==> config.mk <==
export PLATFORM = sky130hd
export DESIGN_NAME = tx_frame_sender
export DESIGN_NICKNAME = d
export VERILOG_FILES = /design/src/eth_loopback_pkg.sv /design/src/tx_frame_sender.sv
export SDC_FILE = /design/constraint.sdc
export NUM_CORES = 1
export LEC_CHECK = 0
export ABC_AREA = 1
export ABC_CLOCK_PERIOD_IN_PS = 16400
export BUFFER_PORTS_ARGS = -buffer_cell sky130_fd_sc_hd__buf_2
export CAP_MARGIN = 20
export CORE_MARGIN = 2
export CORE_UTILIZATION = 45
export CTS_CLUSTER_DIAMETER = 30
export DETAILED_ROUTE_END_ITERATION = 12
export PLACE_DENSITY = 0.89
export SETUP_SLACK_MARGIN = 0.2
export SKIP_LAST_GASP = 1
export SYNTH_ARGS = -nofsm -noshare
export SYNTH_HDL_FRONTEND = slang
export SYNTH_SLANG_ARGS = --single-unit
==> constraint.sdc <==
create_clock -name clk_125mhz -period 16.4 [get_ports clk_125mhz]
set_input_delay 4.1 -clock clk_125mhz [delete_from_list [all_inputs] [get_ports clk_125mhz]]
set_output_delay 4.1 -clock clk_125mhz [all_outputs]
set_load 0.01 [all_outputs]
==> src/eth_loopback_pkg.sv <==
// Shared beat, statistics and width definitions for the Ethernet loopback channel.

package eth_loopback_pkg;

    // Stream widths.
    localparam int DATA_W = 64;
    localparam int KEEP_W = DATA_W / 8;

    // One stream beat. The user bit marks a bad frame.
    typedef struct packed {
        logic [DATA_W-1:0] data;
        logic [KEEP_W-1:0] keep;
        logic              last;
        logic              user;
    } axis_beat_t;

    // Counter width.
    localparam int STAT_W = 32;

    typedef logic [STAT_W-1:0] stat_t;

    // Frame counters.
    typedef struct packed {
        stat_t tx_good;
        stat_t drop_bad;
        stat_t drop_oversize;
        stat_t drop_full;
    } frame_stats_t;

    // Single-cycle drop pulses, one per reason.
    typedef struct packed {
        logic bad;
        logic oversize;
        logic full;
    } drop_event_t;

endpackage

==> src/tx_frame_sender.sv <==
// Transmit stage that streams committed beats and enforces the inter-frame gap.

`timescale 1ns/1ps

module tx_frame_sender #(
    parameter int TX_GAP = 1
) (
    input  logic                         clk_125mhz,
    input  logic                         rst_n_i,
    input  logic                         eth_rst_i,
    input  logic                         rd_valid_i,
    input  eth_loopback_pkg::axis_beat_t rd_beat_i,
    input  logic                         tx_ready_i,
    output logic                         rd_take_o,
    output logic                         tx_valid_o,
    output eth_loopback_pkg::axis_beat_t tx_beat_o,
    output logic                         tx_done_o
);

    localparam int GAP_W = $clog2(TX_GAP + 2);

    logic [GAP_W-1:0] gap_cnt_q;
    logic             slot_free;

    // A new beat may follow a non-last beat directly.
    assign slot_free = !tx_valid_o || (tx_ready_i && !tx_beat_o.last);
    assign rd_take_o = rd_valid_i && slot_free && (gap_cnt_q <= 1) && !eth_rst_i;
    assign tx_done_o = tx_valid_o && tx_ready_i && tx_beat_o.last;

    always_ff @(posedge clk_125mhz or negedge rst_n_i) begin
        if (!rst_n_i) begin
            tx_valid_o <= 1'b0;
            gap_cnt_q  <= '0;
        end else if (eth_rst_i) begin
            tx_valid_o <= 1'b0;
            gap_cnt_q  <= '0;
        end else begin
            if (gap_cnt_q != '0) begin
                gap_cnt_q <= gap_cnt_q - 1'b1;
            end
            if (tx_done_o) begin
                tx_valid_o <= 1'b0;
                gap_cnt_q  <= GAP_W'(TX_GAP);
            end else if (rd_take_o) begin
                tx_valid_o <= 1'b1;
            end else if (tx_ready_i) begin
                tx_valid_o <= 1'b0;
            end
        end
    end

    always_ff @(posedge clk_125mhz) begin
        if (rd_take_o) begin
            tx_beat_o <= rd_beat_i;
        end
    end

    a_stall_stable: assert property (@(posedge clk_125mhz)
        disable iff (!rst_n_i || eth_rst_i)
        tx_valid_o && !tx_ready_i |=> tx_valid_o && $stable(tx_beat_o));

endmodule
==> metrics.md <==
| Metric | Value |
|---|---|
| Number of pins exceeding their max-slew limit in the final report | 0 |
| First-pass GRT wire length | 8020 um |
| Critical R2R Launch | gap_cnt_q[1] |
| Startpoint type of the worst setup path | primary input |
| Endpoint arrival time on the critical path | 6.05 ns |
| Number of max-capacitance violations reported | 0 |
| Dominant cells by area after synthesis | edfxtp_1, dfrtp_1, inv_1 |
| Vias post-DR | 1,566 |
| Top FF cell, synth | edfxtp_1 |
| Leakage power | 1.53 nW |
| Average via count per standard cell | 4.53 |
| Area post-placement | 0.00331 sq mm |
| Clock-pin slew reported for the worst setup and hold paths after clock tree synthesis | 0.08 ns |
| Area of all placed cells without fillers | 0.00350 sq mm |
| Post-layout minimum cycle time | 10.15 ns |
| Capturing point of the worst reg2reg path | tx_beat_o[21] |
| Number of nets in the final layout | 352 |
| Worst IR drop on VDD | 0.0772 mV |
| Area overhead of the layout relative to synthesis | 43.8% |
| Post-Route Hold Slack | 0.560 ns |
| Dominant cell type by count on the critical path | buf_2 |
| Number of setup buffers added after CTS | 0 |
| CP startpoint | tx_ready_i |
| Relative slew slack | 42.9% |
| Fraction of final layout cells with drive strength greater than 1 | 62.7% |
| Hold Vio Cnt, Final | 0 |
| Number of nets still failing antenna checks after routing | 0 |
| Register-to-Register Path Depth | 5 |
| Startpoint-to-endpoint class of the critical path | in -> out |
| Largest clock skew in the final design | 0.00769 ns |
| Highest cell delay on the worst timing path | 0.74 ns |
| RSZ-0062 raised after global routing | no |
| Total chip power | 439 uW |
| Post-route non-filler standard cell count | 346 |
| Async S/R FF share, synth | 3.90% |
| Reg-to-reg setup timing slack | 13.90 ns |
| Number of cells after detailed placement | 330 |
| Endpoints failing setup | 0 |
| RePlAce Congestion | 0.781 |
| Area of the die | 0.00601 sq mm |
| Dpl hpwl | 4280 um |
| Critical Path, Cell by Cell | buf_2, inv_1, nand2_1, o21ai_1, nor3_2, buf_4, buf_2 |
| Routed wirelength normalized by instance count | 16.2 um |
| Detailed-routing iteration count for the pre-antenna-repair pass | 4 |
| Netlist area before placement | 0.00243 sq mm |
| Core area | 0.00517 sq mm |
| Number of core rows | 26 |
| GRT Util Overall | 18.5% |
| Die Y-Extent | 77.5 um |
| Post-Syn Nets | 185 |
| Worst EP required | 12.30 ns |
| Gr ovfl total | 0 |
| Setup TNS | 0 ns |
| Maximum clock rate | 0.0985 GHz |
| Count of unique library cells instantiated by Yosys | 13 |
| Avg Cell Area, Syn | 23.4 sq um |
| Antenna Cells | 0 |
| Max clock buf depth | 2 |
| Number of flops mapped to enable cells by yosys | 74 |
| Clock insertion delay at the later pin of the skew report | 0.32 ns |
| Initial antenna violation count | 0 |
| Number of sinks driven by the clock tree | 77 |
| Slowest library cell on the worst path | buf_4 |
| Wire length after detailed routing | 5600 um |
| CTS H-Tree Depth | 3 |
| Die Span X | 77.5 um |
| Inserted Clock Buffers | 9 |
| Initial core utilization | 47.0% |
| Number of global-route vias before repair | 1,561 |
| Transition time at the pin with the least slew margin | 0.852 ns |
| Cell taking the most area after synthesis | edfxtp_1 |
| Endpoint class of the critical path | primary output |
| Count of input and output buffers | 155 |
| Ys Warns | 0 |
| Register area share after synthesis | 94.5% |
| Boundary pin count | 156 |
| Number of hold buffers added after CTS | 0 |
| Min-delay worst type | reg -> reg |
| Post_cts resized | 0 |
| CTS tree | yes |
| Number of instances in the synthesized netlist | 104 |
| Synth top cells by count | edfxtp_1, inv_1, nand2_1 |
| Run status | completed |
| Detailed Route Iter0 Violations | 151 |
| Worst-path fanout max | 64 |
| DRC | 0 |
| Post-synthesis sequential element count | 77 |
| End point of the critical path | rd_take_o |
| Largest net degree at the start of global routing | 65 |
| Share of the synthesized area in the top cell type | 91.4% |
| Post-route clock period utilization | 61.9% |
| Clock root buffer master | clkbuf_8 |
| Power density over cell area | 126 mW/mm^2 |
| Most repeated cell in the gate-level netlist after synthesis | edfxtp_1 |
[report_power, final]
group,internal [mW],total (mW),leakage [nW],switching (mW)
Combinational,0.0238,0.0603,0.715,0.0365
Clock,0.0692,0.134,0.0903,0.0646
Sequential,0.239,0.245,0.725,0.00577
Total,0.332,0.439,1.53,0.107
[metrics by stage]
step / util, % / worst slack, ns
6_report: 67.6 / 6.25
3_3_place_gp: 63.9 / 6.27
2_1_floorplan: - / 2.85
5_1_grt: 67.6 / 6.03
4_1_cts: 67.6 / 6.19
3_5_place_dp: 63.9 / 6.18
[how the worst min path moves through the flow]
| stage | end | startpoint | depth (start not counted) |
|---|---|---|---|
| 4_1_cts | gap_cnt_q[1] | gap_cnt_q[1] | 2 |
| 3_3_place_gp | gap_cnt_q[1] | gap_cnt_q[1] | 2 |
| 3_5_place_dp | gap_cnt_q[1] | gap_cnt_q[1] | 2 |
| 5_1_grt | gap_cnt_q[1] | gap_cnt_q[1] | 2 |
| 6_report | gap_cnt_q[1] | gap_cnt_q[1] | 2 |
| 2_1_floorplan | gap_cnt_q[1] | gap_cnt_q[1] | 2 |
[routing by layer]
layer	vias up	track usage [%]	routed length (um)
li1	726	-	-
met1	737	19.1	1990
met2	94	34.3	3080
met3	9	5.81	436
met4	0	7.68	84
met5	-	0	0
[final cells by class]
cell class	instances	area (sq um)
Clock buffer	9	124
Clock inverter	7	66.3
Fill cell	380	1680
Inverter	8	30.0
Multi-Input combinational cell	19	109
Sequential cell	77	2300
Tap cell	70	87.6
Timing Repair Buffer	156	783
[kinds of logic (layout without fill, tap and decap cells)]
family | after synthesis | count (layout) | share of synthesized area (%)
AND/OR/NAND/NOR | 14 | 14 | 2.62
adder cells (fa/ha/maj) | 2 | 2 | 1.03
buffers and inverters | 8 | 180 | 1.24
flip-flops | 77 | 77 | 94.5
AO/OA/AOI/OAI | 3 | 3 | 0.617
[cell usage in the layout (no fill, tap or decap), types with 2 or more instances in the layout]
cell and count:
clkinv_1 2, ha_1 2, dfrtp_1 3, nor2_1 3
clkbuf_8 9, edfxtp_1 74, nand2_1 7, buf_2 155
o21ai_1 2, clkinvlp_4 2, inv_1 7
[worst max-delay path: cells and delay by family]
family,cells,cell delay (ns)
buf+inv,4,1.14
compound gates,1,0.07
simple gates,2,0.72
[state kept, by name, summed over array words and instances, names as in the netlist]
register / count
tx_valid_o: 1
gap_cnt_q: 2
tx_beat_o: 74
(Power assumes the default switching activity.)
