File: src/eth_loopback_pkg.sv
// Shared beat, statistics and width definitions for the Ethernet loopback channel.

package eth_loopback_pkg;

    // Stream widths.
    localparam int DATA_W = 64;
    localparam int KEEP_W = DATA_W / 8;

    // One stream beat. The user bit marks a bad frame.
    typedef struct packed {
        logic [DATA_W-1:0] data;
        logic [KEEP_W-1:0] keep;
        logic              last;
        logic              user;
    } axis_beat_t;

    // Counter width.
    localparam int STAT_W = 32;

    typedef logic [STAT_W-1:0] stat_t;

    // Frame counters.
    typedef struct packed {
        stat_t tx_good;
        stat_t drop_bad;
        stat_t drop_oversize;
        stat_t drop_full;
    } frame_stats_t;

    // Single-cycle drop pulses, one per reason.
    typedef struct packed {
        logic bad;
        logic oversize;
        logic full;
    } drop_event_t;

endpackage

File: src/rx_frame_filter.sv
// Receive stage that registers beats and flags frames longer than the size limit.

`timescale 1ns/1ps

module rx_frame_filter #(
    parameter int MAX_FRAME_LEN = 9218
) (
    input  logic                         clk_125mhz,
    input  logic                         rst_n_i,
    input  logic                         eth_rst_i,
    input  logic                         rx_valid_i,
    input  eth_loopback_pkg::axis_beat_t rx_beat_i,
    output logic                         filt_valid_o,
    output eth_loopback_pkg::axis_beat_t filt_beat_o,
    output logic                         filt_oversize_o
);

    localparam int KEEP_W       = eth_loopback_pkg::KEEP_W;
    localparam int BEAT_BYTES_W = $clog2(KEEP_W + 1);
    localparam int CNT_W        = $clog2(MAX_FRAME_LEN + KEEP_W + 1);

    logic [BEAT_BYTES_W-1:0] beat_bytes;
    logic [CNT_W-1:0]        byte_cnt_q;
    logic [CNT_W-1:0]        next_cnt;
    logic                    over_q;
    logic                    over_now;

    // Bytes enabled in one beat.
    function automatic logic [BEAT_BYTES_W-1:0] count_bytes(input logic [KEEP_W-1:0] keep);
        logic [BEAT_BYTES_W-1:0] n;
        n = '0;
        for (int i = 0; i < KEEP_W; i++) begin
            n = n + BEAT_BYTES_W'(keep[i]);
        end
        return n;
    endfunction

    assign beat_bytes = count_bytes(rx_beat_i.keep);
    assign next_cnt   = byte_cnt_q + CNT_W'(beat_bytes);
    assign over_now   = over_q || (next_cnt > CNT_W'(MAX_FRAME_LEN));

    always_ff @(posedge clk_125mhz or negedge rst_n_i) begin
        if (!rst_n_i) begin
            byte_cnt_q      <= '0;
            over_q          <= 1'b0;
            filt_valid_o    <= 1'b0;
            filt_oversize_o <= 1'b0;
        end else if (eth_rst_i) begin
            byte_cnt_q      <= '0;
            over_q          <= 1'b0;
            filt_valid_o    <= 1'b0;
            filt_oversize_o <= 1'b0;
        end else begin
            filt_valid_o <= rx_valid_i;
            if (rx_valid_i) begin
                filt_oversize_o <= over_now;
                if (rx_beat_i.last) begin
                    byte_cnt_q <= '0;
                    over_q     <= 1'b0;
                end else begin
                    // Count freezes once the limit is passed.
                    byte_cnt_q <= over_now ? byte_cnt_q : next_cnt;
                    over_q     <= over_now;
                end
            end
        end
    end

    always_ff @(posedge clk_125mhz) begin
        filt_beat_o <= rx_beat_i;
    end

endmodule

File: config.mk
export PLATFORM = sky130hd
export DESIGN_NAME = rx_frame_filter
export DESIGN_NICKNAME = d
export VERILOG_FILES = /design/src/eth_loopback_pkg.sv /design/src/rx_frame_filter.sv
export SDC_FILE = /design/constraint.sdc
export NUM_CORES = 1
export LEC_CHECK = 0
export BUFFER_PORTS_ARGS = -buffer_cell sky130_fd_sc_hd__clkbuf_2
export CAP_MARGIN = 20
export CORE_MARGIN = 4
export CORE_UTILIZATION = 45
export DETAILED_ROUTE_END_ITERATION = 16
export GPL_ROUTABILITY_DRIVEN = 0
export GPL_TIMING_DRIVEN = 0
export PLACE_DENSITY_LB_ADDON = 0.25
export SLEW_MARGIN = 30
export SYNTH_ARGS = -nofsm -noshare
export SYNTH_HDL_FRONTEND = slang
export SYNTH_SLANG_ARGS = --single-unit
File: constraint.sdc
create_clock -name clk_125mhz -period 4.6 [get_ports clk_125mhz]
set_input_delay 0.23 -clock clk_125mhz [delete_from_list [all_inputs] [get_ports clk_125mhz]]
set_output_delay 0.23 -clock clk_125mhz [all_outputs]
set_load 0.02 [all_outputs]
==> qor.csv <==
stage;metric;value;unit
run_status;status;complete, no violations;
worst_setup_path;kind of cell adding the most delay to the critical path;adder cells;
sta;Hold Fails Final Rpt;0;
cells_and_area;commonest non-fill, non-tap cell in the layout;clkbuf_2;
pwr;total power;0.001759;W
clock_tree;H-Tree Level Count;3;
clock_tree;CTS Buffer Depth;2;
synthesis;#FFs+latches synth;91;
worst_setup_path;crit-path cells;dlygate4sd3_1, clkbuf_2, inv_1, fa_1, fa_1, fa_1, fa_1, nand2b_1, a21oi_1, nand3_1, o311ai_0, a41oi_1, o21a_1, buf_2, o311ai_0, nand3_1;
pwr;sw power;0.0005460;W
worst_setup_path;Worst setup SP type;input port;
clock_tree;setup bufs post-CTS;0;
floorplan;area of the die;8154;sq um
synthesis;Synth Area per Inst;11.63;sq um
detailed_routing;initial drt markers;170;
sta;# setup viols final;0;
pwr;combinational power share;19.9;%
synthesis;area leader, netlist;dfxtp_1;
synthesis;mapped cell area;3048;sq um
worst_setup_path;CP Class;in -> reg;
clock_tree;clock root cell;clkbuf_8;
run;max_cap viols;0;
sta;Fin Clk Skew;13.85;ps
detailed_routing;DRT Wirelength;10.63;mm
detailed_routing;antenna violation net count after detailed routing;0;
pwr;maximum vdd drop;0.3279;mV
worst_setup_path;Critical Path RT;4840;ps
detailed_routing;Vias;2937;
pwr;Clk pwr share;31.5;%
detailed_routing;DR WL/cell;18.11;microns
floorplan;Starting Density;47.19;%
cells_and_area;final std cells w/o fill;587;
sta;RSZ-0062 raised after global routing;no;
sta;fin crit share;94.47;%
synthesis;sequential area share after synthesis;62.56;%
floorplan;Placeable Area;6459;sq um
detailed_routing;vias per inst;5.003;
clock_tree;post-CTS sizing;0;
floorplan;boundary pin count;154;
pwr;Pint;0.001213;W
synthesis;Net Count, Synth;351;
sta;worst slew pin tran;657.8;ps
detailed_routing;DRC viols;0;
sta;slew margin rel.;55.99;%
floorplan;Die Wd;90.30;microns
synthesis;Main synth FF type;dfxtp_1;
global_routing;antenna violations before repair;3;
synthesis;yosys warns;0;
clock_tree;clk sinks;91;
worst_setup_path;slowest stage delay, CP;550;ps
worst_setup_path;critical path data arrival time;4590;ps
worst_setup_path;CP dominant cell by count;fa_1;
sta;Hold WS;14.96;ps
synthesis;EDFF count, synth;0;
global_routing;gr usage total;25.92;%
cells_and_area;most frequent cells in the layout;153 x clkbuf_2, 74 x dfxtp_1, 74 x dlygate4sd3_1;
synthesis;post-synth cell types;50;
pwr;PwrDens;361.7;nW/um^2
cells_and_area;Fillers;425;
pwr;Pleak;2.387;nW
synthesis;Area contributors post-synth;dfxtp_1 49%, dfrtp_1 14%, fa_1 3.3%, nand2_1 3.1%, ha_1 2.5%;
global_routing;largest net degree at the start of global routing;20;
cells_and_area;Synth-to-Final Area Change;59.56;%
worst_setup_path;worst path buffer plus inverter count;4;
sta;Pins Over Slew Limit;0;
floorplan;Rows;29;
clock_tree;clock transition at the registers of the reported paths;110;ps
worst_setup_path;Setup crit end kind;flop;
worst_setup_path;critical path peak fanout;10;
sta;Fmax;230.1;MHz
synthesis;Synth top area share;48.60;%
cells_and_area;share of layout cells above drive strength 1;36.44;%
clock_tree;CTS buffer count;9;
clock_tree;Hold Buf Count CTS;74;
place;DP HPWL;5.861;mm
cells_and_area;final net count;589;
floorplan;Die H;90.30;microns
synthesis;synthesized instance count;262;
place;placed insts;492;
global_routing;remaining global-route overflow;0;
place;PortBufs;153;
clock_tree;CTS tree;yes;
worst_setup_path;Slowest cell on crit path;fa_1;
synthesis;FFs w/ async S/R, synth;18.68;%
pwr;sw frac;31.04;%
global_routing;vias in the first global route;2985;
global_routing;first-pass GRT wire length;16.48;mm
worst_hold_path;Hold WC Path Type;in -> reg;
pwr;Flop pwr share;48.6;%
detailed_routing;Initial DRT Pass Iterations;4;
clock_tree;Worst-Skew Late Latency;360;ps
sta;minimum clock period;4346;ps
## per-layer routing
| layer | vias to the layer above | wire length (microns) | GRT usage, % |
|---|---|---|---|
| li1 | 1383 | - | - |
| met2 | 147 | 5692 | 47.11 |
| met1 | 1379 | 3854 | 27.64 |
| met3 | 28 | 741 | 8.667 |
| met4 | 0 | 344 | 9.949 |
| met5 | - | 0 | 0 |
## flip-flops by register name, summed over array words and instances (netlist names)
| signal | flops |
|---|---|
| filt_beat_o | 74 |
| byte_cnt_q | 14 |
| filt_valid_o | 1 |
| over_q | 1 |
| filt_oversize_o | 1 |
## cell families (layout without fill, tap and decap cells)
kind of cell / count (synthesis) / in the layout / share of synthesized area, %
xor+xnor: 6 / 6 / 1.724
fa+ha+maj: 11 / 11 / 5.747
flops: 91 / 91 / 62.56
buf+inv: 24 / 267 / 3.777
simple gates: 85 / 85 / 14.29
compound gates: 38 / 38 / 9.442
other cells: 0 / 5 / 0
mux: 7 / 7 / 2.463
## area by class of cell
type / instances / area [sq um] / area share [%]
antenna: 5 / 12.51 / 0.2573
buffer: 13 / 73.82 / 1.518
clock buffer: 9 / 123.9 / 2.547
clock inverter: 7 / 76.32 / 1.569
inverter: 11 / 41.29 / 0.8490
multi-input combinational: 147 / 1026 / 21.10
sequential: 91 / 1907 / 39.21
tap: 77 / 96.34 / 1.981
timing repair buffer: 227 / 1506 / 30.97
## synth_stat cells, types with 5 or more instances
library cell  count
o21ai_0           6
clkbuf_1          8
and3_1            7
dfxtp_1          74
a21oi_1           7
nor3_1            6
inv_1            11
nor2_1           12
nand3_1          10
dfrtp_1          17
nand2_1          25
ha_1              6
fa_1              5
## final timing paths
check	startpoint	to	slack (ps)	depth (start not counted)
max	rx_beat_i[7]	byte_cnt_q[7]$_DFFE_PN0P_	250	16
min	rx_beat_i[2]	filt_beat_o[2]$_DFF_P_	10	1
max reg2reg	byte_cnt_q[0]$_DFFE_PN0P_	byte_cnt_q[7]$_DFFE_PN0P_	370	14
min reg2reg	byte_cnt_q[13]$_DFFE_PN0P_	byte_cnt_q[13]$_DFFE_PN0P_	530	1
max in group asynchronous	rst_n_i	byte_cnt_q[3]$_DFFE_PN0P_	3960	2
min in group asynchronous	rst_n_i	byte_cnt_q[12]$_DFFE_PN0P_	320	2
## stage by stage
stage | TNS, ps | instance area [sq um] | setup WS (ps) | util, %
after CTS | 0 | 4851 | 266.2 | 75.11
after detailed placement | -131.4 | 3910 | -46.46 | 60.54
after global placement | -41.91 | 3910 | -22.44 | 60.54
after global routing | 0 | 4858 | 13.48 | 75.22
final | 0 | 4863 | 254.4 | 75.30
after floorplan | 0 | 3048 | 314.4 | -
## power groups by stage
stage	sequential [W]	clock, W	combinational (W)
global route	0.000859	0.000597	0.000384
finish	0.000855	0.000554	0.000350
CTS	0.000851	0.000548	0.000343
global placement	0.000868	0	0.000286
detailed placement	0.000869	0	0.000288
floorplan	0.000913	0	0.000138
(Power assumes the default switching activity.)
