===== src/eth_loopback_pkg.sv =====
// Shared beat, statistics and width definitions for the Ethernet loopback channel.

package eth_loopback_pkg;

    // Stream widths.
    localparam int DATA_W = 64;
    localparam int KEEP_W = DATA_W / 8;

    // One stream beat. The user bit marks a bad frame.
    typedef struct packed {
        logic [DATA_W-1:0] data;
        logic [KEEP_W-1:0] keep;
        logic              last;
        logic              user;
    } axis_beat_t;

    // Counter width.
    localparam int STAT_W = 32;

    typedef logic [STAT_W-1:0] stat_t;

    // Frame counters.
    typedef struct packed {
        stat_t tx_good;
        stat_t drop_bad;
        stat_t drop_oversize;
        stat_t drop_full;
    } frame_stats_t;

    // Single-cycle drop pulses, one per reason.
    typedef struct packed {
        logic bad;
        logic oversize;
        logic full;
    } drop_event_t;

endpackage


===== src/frame_stats.sv =====
// Saturating counters for sent frames and for each kind of dropped frame.

`timescale 1ns/1ps

module frame_stats (
    input  logic                          clk_125mhz,
    input  logic                          rst_n_i,
    input  eth_loopback_pkg::drop_event_t drop_i,
    input  logic                          tx_done_i,
    output eth_loopback_pkg::frame_stats_t stats_o
);

    // Step a counter by one, stopping at the top.
    function automatic eth_loopback_pkg::stat_t sat_inc(
        input eth_loopback_pkg::stat_t cnt,
        input logic                    ev
    );
        eth_loopback_pkg::stat_t res;
        res = cnt;
        if (ev && (cnt != '1)) begin
            res = cnt + 1'b1;
        end
        return res;
    endfunction

    // Port resets leave the counts alone.
    always_ff @(posedge clk_125mhz or negedge rst_n_i) begin
        if (!rst_n_i) begin
            stats_o <= '0;
        end else begin
            stats_o.tx_good       <= sat_inc(stats_o.tx_good, tx_done_i);
            stats_o.drop_bad      <= sat_inc(stats_o.drop_bad, drop_i.bad);
            stats_o.drop_oversize <= sat_inc(stats_o.drop_oversize, drop_i.oversize);
            stats_o.drop_full     <= sat_inc(stats_o.drop_full, drop_i.full);
        end
    end

endmodule


===== config.mk =====
export PLATFORM = sky130hd
export DESIGN_NAME = frame_stats
export DESIGN_NICKNAME = d
export VERILOG_FILES = /design/src/eth_loopback_pkg.sv /design/src/frame_stats.sv
export SDC_FILE = /design/constraint.sdc
export NUM_CORES = 1
export LEC_CHECK = 0
export ABC_AREA = 1
export ABC_CLOCK_PERIOD_IN_PS = 2920
export CORE_MARGIN = 2
export CORE_UTILIZATION = 40
export DETAILED_ROUTE_END_ITERATION = 8
export DONT_BUFFER_PORTS = 1
export SLEW_MARGIN = 0
export SYNTH_ARGS = -nofsm -noshare
export SYNTH_HDL_FRONTEND = slang
export SYNTH_SLANG_ARGS = --single-unit
export TNS_END_PERCENT = 20

===== constraint.sdc =====
create_clock -name clk_125mhz -period 2.92 [get_ports clk_125mhz]
set_input_delay 0.146 -clock clk_125mhz [delete_from_list [all_inputs] [get_ports clk_125mhz]]
set_output_delay 0.146 -clock clk_125mhz [all_outputs]
set_load 0.005 [all_outputs]

==> metrics.md, run 1 <==
| Metric | Value |
|---|---|
| Outcome | finished, violations left |
| Violated checks | hold timing |
| Iteration count of the initial detailed-routing pass | 5 |
| Die width | 149 µm |
| Least-Margin Pin Slew | 0.483 ns |
| Static Leak | 4.14 nW |
| Synth Flop Type | sky130_fd_sc_hd__dfrtp_1 |
| Die boundary height | 149 µm |
| Worst min path class | in -> async |
| Clock-pin slew reported for the worst setup and hold paths after clock tree synthesis | 0.06 ns |
| Number of antenna-violating nets in the routed design | 0 |
| Time the final worst path needs with I/O delays and setup | 2.17 ns |
| Count of clock tree sinks | 128 |
| Number of register bits inferred by synthesis | 128 |
| CTS tree | yes |
| Number of H-tree levels | 4 |
| Largest net degree at the start of global routing | 129 |
| Number of remaining DRC errors | 0 |
| Netlist cell types | 28 |
| Cell at the root of the clock tree | sky130_fd_sc_hd__clkbuf_16 |
| Largest registers | stats_o x128 |
| Post-route design area | 9250 µm² |
| Overflow left after global routing | 0 |
| Final hold violation count | 128 |
| First-pass GRT wire length | 36900 µm |
| Mapped Avg Cell Area | 6.40 µm² |
| Post-Place Cell Area | 8640 µm² |
| Placeable core region | 20900 µm² |
| Leading area contributor after synthesis | sky130_fd_sc_hd__dfrtp_1 |
| Asr flop ratio synth | 100% |
| Largest register FFs | 128 |
| Area share of the leading cell type in the synthesized netlist | 37.9% |
| I/O pin count | 134 |
| Buffers inserted by post-CTS timing repair | 0 |
| Net total in the final layout | 1334 |
| Proportion of layout cells with a drive suffix above 1 | 4.79% |
| Initial detailed-routing violation count | 506 |
| Unrepaired setup endpoints after global routing | no |
| Number of clock buffers inserted by TritonCTS | 17 |
| Sequential fraction of the synthesis area | 37.9% |
| Cells taking the most area after synthesis | sky130_fd_sc_hd__dfrtp_1 (38%), sky130_fd_sc_hd__nand2_1 (29%), sky130_fd_sc_hd__nor2_1 (8.7%), sky130_fd_sc_hd__inv_1 (4.6%), sky130_fd_sc_hd__nand3_1 (4.2%) |
| Area overhead of the layout relative to synthesis | 9.35% |
| Yosys warning total | 0 |
| Final slew viol count | 0 |
| VDD IR max | 0.358 mV |
| Hold Slack | -0.587 ns |
| Post-CTS Hold Buffers | 3 |
| Crit-path max FO | 25 |
| IO buf count | 0 |
| Crit path required time | 3.23 ns |
| Highest clock rate | 461 MHz |
| Total of cells resized after clock tree synthesis | 0 |
| Number of standard cells after synthesis | 1321 |
| Routed WL per cell | 13.9 µm |
| Final critical-path share of the clock period | 74.3% |
| Total length of routed wires | 22300 µm |
| Crit path kind | reg -> reg |
| Worst clock skew | 0.0117 ns |
| Post-DR vias/cell | 4.89 |
| Number of placement rows | 53 |
| Power after layout | 4.64 mW |
| Global-route total usage across every layer | 20.5% |
| Number of failing setup endpoints in the final timing report | 0 |
| Element type at the critical path end | register |
| Maxcap violations | 0 |
| Die ar. | 22300 µm² |
| CP startpoint kind | register |
| Initial cell density of the core | 40.5% |
| Number of synthesized flops with an enable pin | 0 |
| Via total after detailed routing | 7885 |
| Setup TNS Final | 0 ns |
| Register with the most flip-flops | stats_o |
| Half-perimeter wire length after detailed placement | 16300 µm |
| Cell area after technology mapping | 8460 µm² |
| Longest Clk Path Bufs | 2 |
| Synthesized net count | 1331 |
| Final core utilization | 44.3% |
| Tightest slew margin relative to the limit | 67.7% |
| Number of global-route vias before repair | 7259 |
| Initial antenna violation count | 0 |
| Placer Congestion | 0.937 |
| Clock Latency Late Sink | 0.42 ns |
| Total inserted antenna cells | 0 |
| WP data arrival | 2.48 ns |
| Power per cell area | 502 nW/µm² |
-- stage by stage --
step | std cells | setup WS, ns
floorplan | 1321 | 1.24
global placement | 1577 | 0.775
detailed placement | 1577 | 0.730
CTS | 1611 | 0.715
global route | 1611 | 0.501
finish | 1611 | 0.752
-- area by class of cell --
type	count	area, µm²
Clock buffer	22	464
Inverter	109	414
Sequential cell	128	3200
Timing Repair Buffer	4	37.5
Multi-Input combinational cell	1064	4680
Fill cell	2189	11600
Clock inverter	9	110
Tap cell	275	344
-- routing by layer --
metal | GRT usage, % | up-vias | wire (µm)
li1 | - | 4076 | -
met1 | 26.4 | 3606 | 10200
met2 | 33.1 | 163 | 10200
met3 | 5.70 | 40 | 1420
met4 | 6.86 | 0 | 448
met5 | 0 | - | 0
-- cells in the mapped netlist, drive strengths merged, types with 4 or more instances --
cell      n
nand3    71
inv     109
buf      19
nand2   658
nand4    28
nor3     11
o21ai    13
xnor2    22
dfrtp   128
a21oi     4
xor2     21
nor2    210
ha        4
nand3b   19
-- critical path, cell delays in order (launching register included) --
cell,delay (ns)
sky130_fd_sc_hd__dfrtp_1,0.44
sky130_fd_sc_hd__ha_1,0.25
sky130_fd_sc_hd__inv_1,0.10
sky130_fd_sc_hd__nor2_4,0.17
sky130_fd_sc_hd__nand2_2,0.10
sky130_fd_sc_hd__nor2_4,0.16
sky130_fd_sc_hd__nand2_2,0.16
sky130_fd_sc_hd__nand2_4,0.27
sky130_fd_sc_hd__inv_2,0.23
sky130_fd_sc_hd__nand2_1,0.12
sky130_fd_sc_hd__nand2_1,0.05
-- cells in the final DEF (no fill, tap or decap), types with 2 or more instances in the layout --
cell type,synthesis,layout
sky130_fd_sc_hd__dfrtp_1,128,128
sky130_fd_sc_hd__clkinv_2,0,2
sky130_fd_sc_hd__nand2_1,643,643
sky130_fd_sc_hd__clkbuf_8,0,2
sky130_fd_sc_hd__nand4_1,28,28
sky130_fd_sc_hd__nand3b_1,19,19
sky130_fd_sc_hd__nor2_2,7,7
sky130_fd_sc_hd__a21oi_1,4,4
sky130_fd_sc_hd__nor2_4,6,6
sky130_fd_sc_hd__clkbuf_1,1,3
sky130_fd_sc_hd__clkinvlp_4,0,3
sky130_fd_sc_hd__inv_1,103,103
sky130_fd_sc_hd__bufinv_16,0,2
sky130_fd_sc_hd__nand2_2,8,8
sky130_fd_sc_hd__nor3_1,10,10
sky130_fd_sc_hd__nand3_1,71,71
sky130_fd_sc_hd__o21ai_0,13,13
sky130_fd_sc_hd__nand2_8,2,2
sky130_fd_sc_hd__ha_1,4,4
sky130_fd_sc_hd__clkinv_4,0,2
sky130_fd_sc_hd__dlygate4sd3_1,0,3
sky130_fd_sc_hd__inv_2,5,5
sky130_fd_sc_hd__xor2_1,21,21
sky130_fd_sc_hd__clkbuf_16,0,17
sky130_fd_sc_hd__xnor2_1,22,22
sky130_fd_sc_hd__nand2_4,5,5
sky130_fd_sc_hd__nor2_1,197,197
-- cell families after synthesis --
group / after synthesis / synth area share, %
AO/OA/AOI/OAI: 18 / 1.09
XOR/XNOR: 43 / 4.45
flip-flops: 128 / 37.9
adder cells (fa/ha/maj): 4 / 0.592
buffers and inverters: 129 / 6.85
AND/OR/NAND/NOR: 999 / 49.1
-- where the power goes --
part	switching [mW]	internal (mW)	leakage [nW]
sequential	0.252	1.89	1.76
clock	0.818	1.30	0.272
combinational	0.227	0.158	2.11
-- final timing paths --
path / startpoint / endpoint / slack (ns) / depth (start not counted)
setup / recovery: stats_o[64] / stats_o[89] / 0.75 / 10
hold / removal: rst_n_i / stats_o[70] / -0.59 / 0
setup reg to reg: stats_o[64] / stats_o[89] / 0.75 / 10
hold reg to reg: stats_o[124] / stats_o[124] / 0.55 / 2
max in group asynchronous: rst_n_i / stats_o[77] / 3.27 / 0
min in group clk_125mhz: tx_done_i / stats_o[119] / 0.02 / 3
Note: power is estimated with default switching activity, not from simulation.
==> inputs of run 2 (changes only) <==
- ABC_CLOCK_PERIOD_IN_PS: 2920 -> 2100
- clock period: 2.92 -> 2.1 ns (I/O delays scaled with it)
==> run 2 against run 1 <==
The run still ends with hold timing left. Wire length grew 4.9%. Maximum frequency grew 15%. Clock power grew 32%. Via count grew 2.4%. Sequential power grew 37%. Hold slack lost 0.034 ns. Worst setup slack lost 0.54 ns. First-iteration DRC count shrank 8.5%. Clock skew grew 0.0018 ns. Sequential share of layout area shrank 0.86 points. Total power grew 37%. Global-route usage grew 0.98 points.
==> metrics.md, run 2 (synthesis results as in run 1) <==
| Metric | Value |
|---|---|
| Die boundary height | 149 µm |
| Overflow left after global routing | 0 |
| Unrepaired setup endpoints after global routing | no |
| Hold Slack | -0.621 ns |
| Global-route total usage across every layer | 21.4% |
| Met2 routed wirelength | 11000 µm |
| Initial antenna violation count | 0 |
| Proportion of layout cells with a drive suffix above 1 | 7.07% |
| Via total after detailed routing | 8071 |
| Cell at the root of the clock tree | sky130_fd_sc_hd__clkbuf_16 |
| Buffers inserted by post-CTS timing repair | 0 |
| Static Leak | 4.31 nW |
| First-pass GRT wire length | 38400 µm |
| Half-perimeter wire length after detailed placement | 17300 µm |
| CP startpoint kind | register |
| I/O pin count | 134 |
| Net total in the final layout | 1369 |
| Most common library cell in the layout ignoring fill and taps | sky130_fd_sc_hd__nand2_1 |
| Count of clock tree sinks | 128 |
| Crit path kind | reg -> reg |
| Least-Margin Pin Slew | 0.583 ns |
| Register with the most flip-flops | stats_o |
| Placed cells | 1611 |
| Tightest slew margin relative to the limit | 60.8% |
| Worst clock skew | 0.0135 ns |
| Met3 wire length | 1680 µm |
| Total length of routed wires | 23400 µm |
| Crit path required time | 2.40 ns |
| Number of global-route vias before repair | 7427 |
| Clock-pin slew reported for the worst setup and hold paths after clock tree synthesis | 0.06 ns |
| Delay of the slowest cell on the worst path | 0.41 ns |
| Violated checks | hold timing |
| Most used cells in the layout excluding fill and tap cells | sky130_fd_sc_hd__nand2_1 (643), sky130_fd_sc_hd__nor2_1 (197), sky130_fd_sc_hd__dfrtp_1 (128), sky130_fd_sc_hd__inv_1 (103), sky130_fd_sc_hd__nand3_1 (71) |
| Routed WL per cell | 14.2 µm |
| Die width | 149 µm |
| Initial detailed-routing violation count | 463 |
| Largest net degree at the start of global routing | 129 |
| Highest clock rate | 529 MHz |
| Area overhead of the layout relative to synthesis | 12.1% |
| Pre-CTS setup slack | 0.237 ns |
| Time the final worst path needs with I/O delays and setup | 1.89 ns |
| Wire length the detailed router placed on met1 | 10500 µm |
| Final hold violation count | 128 |
| Cell chain of the critical path | ha_1, inv_1, nor2_4, nand2_2, nor2_4, nand2_2, nand2_4, inv_2, nand2_1, nand2_1 |
| Initial cell density of the core | 40.5% |
| Die ar. | 22300 µm² |
| Largest register FFs | 128 |
| Element type at the critical path end | register |
| Crit-path max FO | 20 |
| Placer Congestion | 0.912 |
| Power per cell area | 672 nW/µm² |
| Post-CTS Hold Buffers | 4 |
| Number of remaining DRC errors | 0 |
| Setup TNS Final | 0 ns |
| Maxcap violations | 0 |
| Clock Latency Late Sink | 0.42 ns |
| Non-Filler Instances | 1647 |
| Final slew viol count | 0 |
| Total of cells resized after clock tree synthesis | 0 |
| Number of placement rows | 53 |
| WP data arrival | 2.19 ns |
| VDD IR max | 0.511 mV |
| Total inserted antenna cells | 0 |
| Final critical-path share of the clock period | 90.0% |
| Worst min path class | in -> async |
| Slowest stage cell on the critical path | sky130_fd_sc_hd__dfrtp_1 |
| Post-DR vias/cell | 4.90 |
| Number of H-tree levels | 4 |
| Outcome | finished, violations left |
| Placeable core region | 20900 µm² |
| CTS tree | yes |
| Max Used Layer | met4 |
| Iteration count of the initial detailed-routing pass | 5 |
| Largest registers | stats_o x128 |
| Longest Clk Path Bufs | 2 |
| IO buf count | 0 |
| Setup ws final | 0.209 ns |
| Number of clock buffers inserted by TritonCTS | 17 |
| Number of antenna-violating nets in the routed design | 0 |
| Number of failing setup endpoints in the final timing report | 0 |
run 2: per-stage QoR:
step                      power [mW]  hold slack, ns  cell area, µm²  utilization [%]
after floorplan                 3.39          -0.191            8460                -
after global routing            6.70          -0.650            9480             45.4
after CTS                       6.45          -0.638            9480             45.4
final                           6.38          -0.621            9480             45.4
after global placement          3.61          -0.188            8900             42.6
after detailed placement        3.62          -0.188            8900             42.6
run 2: routing by layer:
metal | track usage (%) | vias up
met5 | 0 | -
met1 | 27.9 | 3678
li1 | - | 4156
met2 | 35.1 | 216
met3 | 6.49 | 21
met4 | 4.90 | 0
run 2: critical path, delay by kind of cell, from the launching register on:
family / cells / cell delay [ns]
fa+ha+maj: 1 / 0.23
flops: 1 / 0.41
simple gates: 7 / 0.83
buf+inv: 2 / 0.29
run 2: report_power, final:
part           total [mW]  internal (mW)  switching [mW]
Sequential           2.94           2.63           0.309
Clock                2.79           1.66            1.13
Combinational       0.640          0.265           0.375
run 2: worst paths after layout:
kind | start | endpoint | slack, ns | depth (start not counted)
hold / removal | rst_n_i | stats_o[84] | -0.62 | 0
setup / recovery | stats_o[65] | stats_o[89] | 0.21 | 10
min in group clk_125mhz | drop_i[2] | stats_o[94] | 0.02 | 5
max in group asynchronous | rst_n_i | stats_o[113] | 2.52 | 0
setup reg to reg | stats_o[65] | stats_o[89] | 0.21 | 10
hold reg to reg | stats_o[124] | stats_o[124] | 0.54 | 2
run 2: layout make-up:
cell class / instances / area (µm²)
Clock inverter: 9 / 86.3
Clock buffer: 23 / 458
Sequential cell: 128 / 3200
Fill cell: 2180 / 11400
Inverter: 109 / 414
Tap cell: 275 / 344
Multi-Input combinational cell: 1064 / 4680
Timing Repair Buffer: 39 / 303
